## src/verilog/uart_cmd_pkg.sv

```systemverilog
package uart_cmd_pkg;

  localparam int data_bits  = 8;
  localparam int cmd_width  = 16;
  localparam int frame_bits = 11;  // start, 8 data, parity, stop

  typedef struct packed {
    logic [7:0] hi_byte;  // sent first
    logic [7:0] lo_byte;
  } cmd_bytes_t;

  typedef struct packed {
    logic       rw;    // 1 is write, 0 is read
    logic [6:0] addr;
    logic [7:0] data;  // don't care for a read
  } cmd_fields_t;

  typedef union packed {
    cmd_bytes_t  bytes;
    cmd_fields_t fields;
  } cmd_word_t;

  // parity bit that makes the total count of ones odd
  function automatic logic odd_parity(input logic [data_bits-1:0] d);
    logic p;
    p = ~(^d);
    return p;
  endfunction

endpackage

```

## src/verilog/uart_tx.sv

```systemverilog
module uart_tx #(
  parameter int clks_per_bit = 434
) (
  input  logic                               clk,
  input  logic                               rst_n,
  input  logic                               tx_start,
  input  logic [uart_cmd_pkg::data_bits-1:0] tx_data,
  output logic                               tx,
  output logic                               tx_done
);

  localparam int cnt_w = $clog2(clks_per_bit);
  localparam int idx_w = $clog2(uart_cmd_pkg::frame_bits);
  localparam int shr_w = uart_cmd_pkg::frame_bits - 1;

  logic             busy;
  logic [cnt_w-1:0] baud_cnt;
  logic [idx_w-1:0] bit_idx;
  logic [shr_w-1:0] shreg;  // bits still to go out after the start bit
  logic             bit_end;
  logic             last_bit;

  assign bit_end  = (baud_cnt == cnt_w'(clks_per_bit - 1));
  assign last_bit = (bit_idx == idx_w'(uart_cmd_pkg::frame_bits - 1));
  assign tx_done  = busy && bit_end && last_bit;  // last cycle of the stop bit

  always_ff @(posedge clk or negedge rst_n)
  begin
    if (!rst_n)
    begin
      busy     <= 1'b0;
      baud_cnt <= '0;
      bit_idx  <= '0;
      tx       <= 1'b1;
    end
    else if (!busy)
    begin
      if (tx_start)
      begin
        busy     <= 1'b1;
        baud_cnt <= '0;
        bit_idx  <= '0;
        tx       <= 1'b0;  // start bit
      end
    end
    else if (bit_end)
    begin
      baud_cnt <= '0;
      if (last_bit)
      begin
        busy <= 1'b0;  // line is already high from the stop bit
      end
      else
      begin
        bit_idx <= bit_idx + 1'b1;
        tx      <= shreg[0];
      end
    end
    else
    begin
      baud_cnt <= baud_cnt + 1'b1;
    end
  end

  // shifted LSB first, ones fill in behind so the stop bit falls out last
  always_ff @(posedge clk)
  begin
    if (tx_start && !busy)
    begin
      shreg <= {1'b1, uart_cmd_pkg::odd_parity(tx_data), tx_data};
    end
    else if (busy && bit_end)
    begin
      shreg <= {1'b1, shreg[shr_w-1:1]};
    end
  end

endmodule

```

## src/verilog/uart_rx.sv

```systemverilog
module uart_rx #(
  parameter int clks_per_bit = 434
) (
  input  logic                               clk,
  input  logic                               rst_n,
  input  logic                               rx,
  output logic [uart_cmd_pkg::data_bits-1:0] rx_data,
  output logic                               rx_done,
  output logic                               rx_err,
  output logic                               rx_busy
);

  localparam int cnt_w    = $clog2(clks_per_bit);
  localparam int idx_w    = $clog2(uart_cmd_pkg::frame_bits);
  localparam int half_bit = clks_per_bit / 2;
  localparam int sync_lag = 2;  // edge is seen two clocks late
  localparam int par_idx  = uart_cmd_pkg::data_bits + 1;
  localparam int stop_idx = uart_cmd_pkg::frame_bits - 1;

  logic [2:0]                         rx_sync;
  logic                               rx_s;
  logic                               fall;
  logic                               busy;
  logic [cnt_w-1:0]                   baud_cnt;
  logic [idx_w-1:0]                   bit_idx;
  logic                               mid;
  logic                               bit_end;
  logic [uart_cmd_pkg::data_bits-1:0] shreg;
  logic                               par_bit;

  assign rx_s    = rx_sync[1];
  assign fall    = rx_sync[2] & ~rx_sync[1];
  assign mid     = (baud_cnt == cnt_w'(half_bit));
  assign bit_end = (baud_cnt == cnt_w'(clks_per_bit - 1));
  assign rx_data = shreg;
  assign rx_busy = busy;

  always_ff @(posedge clk or negedge rst_n)
  begin
    if (!rst_n)
      rx_sync <= '1;  // idle line is high
    else
      rx_sync <= {rx_sync[1:0], rx};
  end

  always_ff @(posedge clk or negedge rst_n)
  begin
    if (!rst_n)
    begin
      busy     <= 1'b0;
      baud_cnt <= '0;
      bit_idx  <= '0;
      rx_done  <= 1'b0;
      rx_err   <= 1'b0;
    end
    else
    begin
      rx_done <= 1'b0;
      rx_err  <= 1'b0;
      if (!busy)
      begin
        if (fall)
        begin
          busy     <= 1'b1;
          baud_cnt <= cnt_w'(sync_lag);
          bit_idx  <= '0;
        end
      end
      else
      begin
        baud_cnt <= bit_end ? '0 : baud_cnt + 1'b1;
        if (mid)
        begin
          bit_idx <= bit_idx + 1'b1;
          if (bit_idx == '0 && rx_s)
          begin
            busy <= 1'b0;  // glitch, back to hunting
          end
          else if (bit_idx == idx_w'(stop_idx))
          begin
            busy    <= 1'b0;
            rx_done <= 1'b1;
            rx_err  <= (par_bit != uart_cmd_pkg::odd_parity(shreg)) || !rx_s;
          end
        end
      end
    end
  end

  always_ff @(posedge clk)
  begin
    if (busy && mid)
    begin
      if (bit_idx >= idx_w'(1) && bit_idx <= idx_w'(uart_cmd_pkg::data_bits))
        shreg <= {rx_s, shreg[uart_cmd_pkg::data_bits-1:1]};  // LSB arrives first
      if (bit_idx == idx_w'(par_idx))
        par_bit <= rx_s;
    end
  end

endmodule

```

## src/verilog/uart_cmd_ctrl.sv

```systemverilog
module uart_cmd_ctrl #(
  parameter int gap_cycles    = 100,
  parameter int reply_timeout = 26040
) (
  input  logic                               clk,
  input  logic                               rst_n,
  input  logic [uart_cmd_pkg::cmd_width-1:0] cmd_in,
  input  logic                               cmd_vld,
  output logic                               cmd_rdy,
  output logic [uart_cmd_pkg::data_bits-1:0] read_data,
  output logic                               read_vld,
  output logic                               read_err,
  output logic                               tx_start,
  output logic [uart_cmd_pkg::data_bits-1:0] tx_data,
  input  logic                               tx_done,
  input  logic [uart_cmd_pkg::data_bits-1:0] rx_data,
  input  logic                               rx_done,
  input  logic                               rx_err,
  input  logic                               rx_busy
);

  localparam logic [2:0] s_idle       = 3'd0;
  localparam logic [2:0] s_send_hi    = 3'd1;
  localparam logic [2:0] s_gap        = 3'd2;
  localparam logic [2:0] s_send_lo    = 3'd3;
  localparam logic [2:0] s_wait_reply = 3'd4;

  localparam int cnt_max = (reply_timeout > gap_cycles) ? reply_timeout : gap_cycles;
  localparam int cnt_w   = $clog2(cnt_max + 1);

  logic [2:0]              state;
  logic [cnt_w-1:0]        cnt;  // shared by the gap and the reply timeout
  uart_cmd_pkg::cmd_word_t cmd_next;
  uart_cmd_pkg::cmd_word_t cmd_q;
  logic                    accept;
  logic                    gap_end;
  logic                    timeout;

  assign cmd_next = cmd_in;
  assign accept   = (state == s_idle) && cmd_vld && cmd_rdy;
  assign gap_end  = (cnt == cnt_w'(gap_cycles - 1));
  assign timeout  = (cnt == cnt_w'(reply_timeout - 1));

  always_ff @(posedge clk or negedge rst_n)
  begin
    if (!rst_n)
    begin
      state    <= s_idle;
      cnt      <= '0;
      cmd_rdy  <= 1'b1;
      tx_start <= 1'b0;
      read_vld <= 1'b0;
      read_err <= 1'b0;
    end
    else
    begin
      tx_start <= 1'b0;
      read_vld <= 1'b0;
      read_err <= 1'b0;
      case (state)
        s_idle:
        begin
          if (!cmd_rdy)
          begin
            cmd_rdy <= 1'b1;  // one cycle after a read result
          end
          else if (accept)
          begin
            cmd_rdy  <= 1'b0;
            tx_start <= 1'b1;
            state    <= s_send_hi;
          end
        end
        s_send_hi:
        begin
          if (tx_done)
          begin
            cnt   <= '0;
            state <= s_gap;
          end
        end
        s_gap:
        begin
          if (gap_end)
          begin
            tx_start <= 1'b1;
            state    <= s_send_lo;
          end
          else
          begin
            cnt <= cnt + 1'b1;
          end
        end
        s_send_lo:
        begin
          if (tx_done && cmd_q.fields.rw)
          begin
            cmd_rdy <= 1'b1;  // writes expect no reply
            state   <= s_idle;
          end
          else if (tx_done)
          begin
            cnt   <= '0;
            state <= s_wait_reply;
          end
        end
        s_wait_reply:
        begin
          if (rx_done)
          begin
            read_vld <= !rx_err;
            read_err <= rx_err;
            state    <= s_idle;
          end
          else if (timeout && !rx_busy)
          begin
            read_err <= 1'b1;
            state    <= s_idle;
          end
          else if (!rx_busy)
          begin
            cnt <= cnt + 1'b1;  // held while a frame is coming in
          end
        end
        default:
        begin
          state <= s_idle;
        end
      endcase
    end
  end

  always_ff @(posedge clk)
  begin
    if (accept)
    begin
      cmd_q   <= cmd_next;
      tx_data <= cmd_next.bytes.hi_byte;
    end
    else if (state == s_gap && gap_end)
    begin
      tx_data <= cmd_q.bytes.lo_byte;
    end
    if (state == s_wait_reply && rx_done && !rx_err)
      read_data <= rx_data;
  end

endmodule

```

## src/verilog/uart_cmd_top.sv

```systemverilog
module uart_cmd_top #(
  parameter int clks_per_bit  = 434,
  parameter int gap_cycles    = 100,
  parameter int reply_timeout = 60 * 434
) (
  input  logic                               clk,
  input  logic                               rst_n,
  input  logic [uart_cmd_pkg::cmd_width-1:0] cmd_in,
  input  logic                               cmd_vld,
  output logic                               cmd_rdy,
  output logic [uart_cmd_pkg::data_bits-1:0] read_data,
  output logic                               read_vld,
  output logic                               read_err,
  output logic                               tx,
  input  logic                               rx
);

  logic                               tx_start;
  logic [uart_cmd_pkg::data_bits-1:0] tx_data;
  logic                               tx_done;
  logic [uart_cmd_pkg::data_bits-1:0] rx_data;
  logic                               rx_done;
  logic                               rx_err;
  logic                               rx_busy;

  uart_cmd_ctrl #(
    .gap_cycles    (gap_cycles),
    .reply_timeout (reply_timeout)
  ) i_ctrl (
    .clk       (clk),
    .rst_n     (rst_n),
    .cmd_in    (cmd_in),
    .cmd_vld   (cmd_vld),
    .cmd_rdy   (cmd_rdy),
    .read_data (read_data),
    .read_vld  (read_vld),
    .read_err  (read_err),
    .tx_start  (tx_start),
    .tx_data   (tx_data),
    .tx_done   (tx_done),
    .rx_data   (rx_data),
    .rx_done   (rx_done),
    .rx_err    (rx_err),
    .rx_busy   (rx_busy)
  );

  uart_tx #(
    .clks_per_bit (clks_per_bit)
  ) i_tx (
    .clk      (clk),
    .rst_n    (rst_n),
    .tx_start (tx_start),
    .tx_data  (tx_data),
    .tx       (tx),
    .tx_done  (tx_done)
  );

  uart_rx #(
    .clks_per_bit (clks_per_bit)
  ) i_rx (
    .clk     (clk),
    .rst_n   (rst_n),
    .rx      (rx),
    .rx_data (rx_data),
    .rx_done (rx_done),
    .rx_err  (rx_err),
    .rx_busy (rx_busy)
  );

endmodule

```

## config.mk

```make
export PLATFORM = sky130hd
export DESIGN_NAME = uart_cmd_top
export DESIGN_NICKNAME = d
export VERILOG_FILES = /design/src/verilog/uart_cmd_pkg.sv /design/src/verilog/uart_tx.sv /design/src/verilog/uart_rx.sv /design/src/verilog/uart_cmd_ctrl.sv /design/src/verilog/uart_cmd_top.sv
export SDC_FILE = /design/constraint.sdc
export NUM_CORES = 1
export LEC_CHECK = 0
export BUFFER_PORTS_ARGS = -buffer_cell sky130_fd_sc_hd__clkbuf_2
export CORE_MARGIN = 8
export CORE_UTILIZATION = 45
export DETAILED_ROUTE_END_ITERATION = 10
export SETUP_SLACK_MARGIN = 0.2
export SLEW_MARGIN = 20
export SYNTH_ARGS = -nofsm -noshare
export SYNTH_HDL_FRONTEND = slang
export SYNTH_HIERARCHICAL = 1
export SYNTH_SLANG_ARGS = --single-unit
export TNS_END_PERCENT = 20
```

## constraint.sdc

```tcl
create_clock -name clk -period 3.5 [get_ports clk]
set_clock_uncertainty 0.2 [all_clocks]
set_input_delay 0.175 -clock clk [delete_from_list [all_inputs] [get_ports clk]]
set_output_delay 0.175 -clock clk [all_outputs]
set_load 0.02 [all_outputs]
```

# After elaboration in Yosys (flattened, before gate mapping)
# Index checks and enable logic that the tools add are counted.
# op_classes
n_addsub	5
order_cmp	2
n_eq_ne	28
mux	67
n_bitwise	4
reduce_logical	35
# op_table
cell	count
$mux 15	6
$mux 9	8
$pmux 15 s4	1
$mux 1	32
$mux 4	7
$mux 3	8
$add 9x1->9 const B	2
$eq 9x9->1 const B	2
$mux 8	2
$ne 2x2->1 const B	8
$reduce_xor 8->1	2
$add 15x1->15 const B	1
$eq 15x15->1 const B	1
$eq 15x7->1 const B	1
$pmux 3 s5	1
$logic_and 1x1->1	13
$eq 4x4->1 const B	3
$reduce_and 6->1	2
$ne 2x1->1 const B	5
$reduce_bool 2->1	5
$eq 9x8->1 const B	1
$add 4x1->4 const B	2
$reduce_and 2->1	4
$eq 3x2->1 const B	2
other kinds (15)	22
# word_totals
register_bits	106
in_bits	20
output_inout_bits	12
word_cells	163

# Longest topological paths before layout
# depth
word_depth	8
mapped_depth	11
depth_no_buf	10

# Modules after synthesis
# The synthesis kept the hierarchy.
# by_module_without_submodules
module	instances	cells_per_inst	area_each_um2
uart_cmd_ctrl	1	170	2099.5
uart_rx	1	115	1381.3
uart_tx	1	115	1297.5

# Worst setup path before layout
# No wires, ideal clock.
# synth_timing
path_type	register -> register
startpoint	register i_tx.baud_cnt[6]
endpoint	register i_ctrl.cnt[10]
setup_ps	95
arrival_ps	2514
required_ps	3205
path_slack_ps	691
stages_incl_launch_ff	10
n_path_buf	1
cell_sequence	dfrtp_1 > or4b_4 > nor2_1 > and3_1 > a21bo_2 > a211o_1 > o41ai_1 > nand2_1 > buf_4 > o31ai_1
# synth_between
elab_chain_cells	6
word_cells_on_any_way	9
# synth_rtl
item	line	text
from (decl)	uart_tx.sv:17	logic [cnt_w-1:0] baud_cnt;
from (signal assigned)	uart_tx.sv:61	baud_cnt <= baud_cnt + 1'b1;
$eq 9x9->1 (*)	uart_tx.sv:23	assign bit_end = (baud_cnt == cnt_w'(clks_per_bit - 1));
$logic_and 1x1->1 (*) (2 in series)	uart_tx.sv:25	assign tx_done = busy && bit_end && last_bit;
via tx_done	uart_cmd_top.sv:20	logic tx_done;
$mux 15 or $logic_and 1x1->1 (tied branches)	--	
$mux 15 or $ne 2x2->1 (tied branches)	--	
$pmux 15 s4 or $reduce_and 6->1 (tied branches)	--	
to (signal assigned)	uart_cmd_ctrl.sv:91	cnt <= cnt + 1'b1;
to (signal assigned)	uart_cmd_ctrl.sv:122	cnt <= cnt + 1'b1;
to (decl)	uart_cmd_ctrl.sv:32	logic [cnt_w-1:0] cnt;
# The timed path passes the listed nets; every way through them passes the cells marked *. The select of a mux whose other input is x is not followed.
# A chain may end at the register's enable or synchronous reset.

# Final worst setup path
# layout_timing
startpoint	register i_tx.baud_cnt[6]
endpoint	register i_ctrl.cnt[6]
# Same word-level chain as after synthesis.

==> run_results.csv <==
group,metric,value,unit
setup_path,critPathArrivalTime,3.08,ns
finish,nNetsFinal,483,
placed_design,place_ws,0.421,ns
routing,ant_nets,0,
die,fp.dieW,119,um
die,io_pins,32,
routing,avgRoutedWirePerCell,15.2,um
sta,slew_headroom,27.1,%
routing,drtPass1Iterations,4,
finish,antenna_cells,0,
min_path,hp-class,"in2async",
global_route,antenna_found_initial,0,
setup_path,crit_type,"reg2reg",
logic_synthesis,syn-cell-area,0.00478,mm2
finish,stdcell_count,593,
placed_design,dpl_cell_area,0.00506,mm2
global_route,grt_pass1_vias,3209,
sta,drv_slew,0,
job,maxCapViolCount,0,
logic_synthesis,synth_fp_nets,431,
die,die_area,0.0142,mm2
die,placeableCoreArea,0.0103,mm2
global_route,grt.overflow.total,0,
routing,num_vias,3272,
finish,multiInputGateArea,0.00196,mm2
cts,path_clk_slew,0.10,ns
setup_path,critPathMaxStageDelay,0.60,ns
cts,cts.sinks,99,
run_status,status,"finished, final reports clean",
cts,cts_buffers,9,
routing,drc,0,
cts,clockBufferDepth,2,
logic_synthesis,seq_area_frac_synth,56.5,%
global_route,grt_use_total,13.6,%
cts,clkLatencyLatePin,0.37,ns
sta,finalHoldViolCount,0,
finish,nFillCells,893,
power_and_ir_drop,leakagePower,2.24,nW
finish,post-route-util,52.8,%
routing,drt-total-wl,8990,um
setup_path,required,3.57,ns
logic_synthesis,ys_warn_count,6,
sta,rsz0062_at_grt,"no",
die,rows,37,
routing,drtIter0Drc,224,
placed_design,place_congestion,0.804,
sta,setup_viol_count_final,0,
logic_synthesis,syn_avg_cell_area,11.9,um2
setup_path,critPathSlowestCell,"or4b_4",
finish,syn_to_final_growth,14.0,%
cts,cts_tree,"built",
logic_synthesis,postSynthCellCount,400,
power_and_ir_drop,fin_total_pwr,2.57,mW
placed_design,dp_hpwl,6140,um
sta,finalSetupTns,0,ns
setup_path,worstPathMaxFanout,11,
cts,h-tree-depth,3,
sta,worstMarginPinSlew,1.08,ns
logic_synthesis,synth-seq-cells,99,
cts,cts_root_buffer,"clkbuf_8",
power_and_ir_drop,cellPowerDensity,471,mW/mm2
setup_path,start_kind,"register",
sta,holdWs,0.131,ns
power_and_ir_drop,vdd_ir_drop_max,0.312,mV
finish,design_area,0.00545,mm2
logic_synthesis,synth-edff-count,43,
sta,fin_crit_sh,86.0,%
sta,worst_slack,0.490,ns
sta,fmax,332,MHz
setup_path,cp_cell_sequence,"or4b_4 -> nor2_1 -> and3_1 -> a21bo_2 -> a211o_1 -> o41ai_1 -> nand2_2 -> o31ai_1",
logic_synthesis,ys_types,65,
sta,post-route-min-period,3.01,ns
setup_path,end_kind,"register",
routing,viasPerCell,5.52,
global_route,grt_max_degree,38,
global_route,grt_pass1_wl,15800,um
logic_synthesis,async_flop_share,56.6,%
logic_synthesis,synth-main-ff-cell,"dfrtp_1",
placed_design,placedCellCount,559,
finish,drive_gt1_share,20.6,%
die,start_util,46.3,%
placed_design,port_buffers,31,
die,die_y,119,um
finish,seq_area,0.00270,mm2
[repair_timing]
| action | CTS | global route |
|---|---|---|
| gates resized for setup | 0 | 1 |
| setup endpoints to repair | 0 | 1 |
| setup buffers | 0 | 0 |
| hold endpoints to repair | 37 | 0 |
| hold buffers | 18 | 0 |
[kinds of logic (layout without fill, tap and decap cells)]
logic type	count (synthesis)	count (layout)	share of synthesized area, %
compound gates	93	93	13.3
xor+xnor	22	22	4.32
fa+ha+maj	11	11	2.88
buf+inv	25	82	2.54
flops	99	99	56.5
mux	18	18	4.19
simple gates	132	132	16.3
[layout by cell type, fill, tap and decap left out, types with 4 or more instances in the layout]
master          n
nand2b_1        7
ha_1           11
o21ai_0        21
clkbuf_2       31
dfrtp_1        51
and3_1         13
nand3_1        13
nor4_1          5
nand2_1        25
xor2_1          5
o21ai_1        12
inv_1          13
a21o_1          9
clkbuf_8        9
nor2_1         19
buf_4           4
mux2_2         16
dlygate4sd3_1  18
o31ai_1        11
xnor2_1        16
nor2b_1         5
dfstp_2         5
a21oi_1         9
edfxtp_1       43
or2_2           4
nand4_1         5
a31oi_1         4
nor3_1         11
[cells in the mapped netlist (all sizes together), types with 7 or more instances]
| master | instances | area [um2] |
|---|---|---|
| o21ai | 35 | 183 |
| nor3 | 12 | 71.3 |
| nand2b | 7 | 43.8 |
| and3 | 13 | 81.3 |
| xnor2 | 16 | 140 |
| nor4 | 7 | 65.1 |
| a21oi | 9 | 45.0 |
| nand3 | 13 | 65.1 |
| nand2 | 27 | 104 |
| a21o | 9 | 67.6 |
| ha | 11 | 138 |
| nor2 | 20 | 77.6 |
| mux2 | 16 | 180 |
| inv | 13 | 48.8 |
| o31ai | 11 | 82.6 |
| edfxtp | 43 | 1290 |
| dfrtp | 51 | 1280 |
[sequential cells by signal, summed over array words and instances (netlist names), 3 cells and up]
register,count
i_ctrl/cnt,15
i_ctrl/cmd_q,9
i_rx/baud_cnt,9
i_tx/baud_cnt,9
i_tx/shreg,9
i_ctrl/read_data,8
i_ctrl/tx_data,8
i_rx/rx_data,8
i_rx/bit_idx,4
i_tx/bit_idx,4
i_ctrl/state,3
i_rx/rx_sync,3
[final timing paths]
kind | from | endpoint | slack [ns] | cells after the start
worst max-delay path | i_tx/baud_cnt[6]$_DFFE_PN0P_ | i_ctrl/cnt[6]$_DFFE_PN0P_ | 0.49 | 8
worst min-delay path | rst_n | i_rx/bit_idx[2]$_DFFE_PN0P_ | 0.13 | 2
worst max register to register | i_tx/baud_cnt[6]$_DFFE_PN0P_ | i_ctrl/cnt[6]$_DFFE_PN0P_ | 0.49 | 8
worst min register to register | i_rx/rx_sync[0]$_DFF_PN1_ | i_rx/rx_sync[1]$_DFF_PN1_ | 0.16 | 0
max in group asynchronous | rst_n | i_rx/rx_sync[2]$_DFF_PN1_ | 2.07 | 3
min in group clk | cmd_vld | i_ctrl/cmd_rdy$_DFFE_PN1P_ | 0.15 | 5
[report_power, final]
group	switching [mW]	total, mW	leakage [nW]	internal (mW)
logic	0.191	0.369	1.02	0.178
registers	0.125	1.44	1.12	1.32
clock network	0.414	0.756	0.103	0.342
total	0.730	2.57	2.24	1.84
[layout make-up]
| type | count | share of cell area, % |
|---|---|---|
| Clock inverter | 7 | 1.47 |
| Multi-Input combinational cell | 276 | 36.0 |
| Tap cell | 136 | 3.12 |
| Inverter | 13 | 0.896 |
| Sequential cell | 99 | 49.5 |
| Clock buffer | 9 | 2.27 |
| Timing Repair Buffer | 53 | 6.71 |
[critical path: cells and delay by family (launching register included)]
kind | cells | cell delay, ns
AOI/OAI and AO/OA | 4 | 0.97
DFF | 1 | 0.43
and+or+nand+nor | 4 | 1.30
[routing by layer]
layer / GRT usage [%] / part of all wire [%] / vias up
li1: - / - / 1597
met1: 16.9 / 47 / 1603
met2: 21.2 / 46 / 58
met3: 4.82 / 4.1 / 14
met4: 5.22 / 2.2 / 0
met5: 0 / 0 / -
Note: power is estimated with default switching activity, not from simulation.
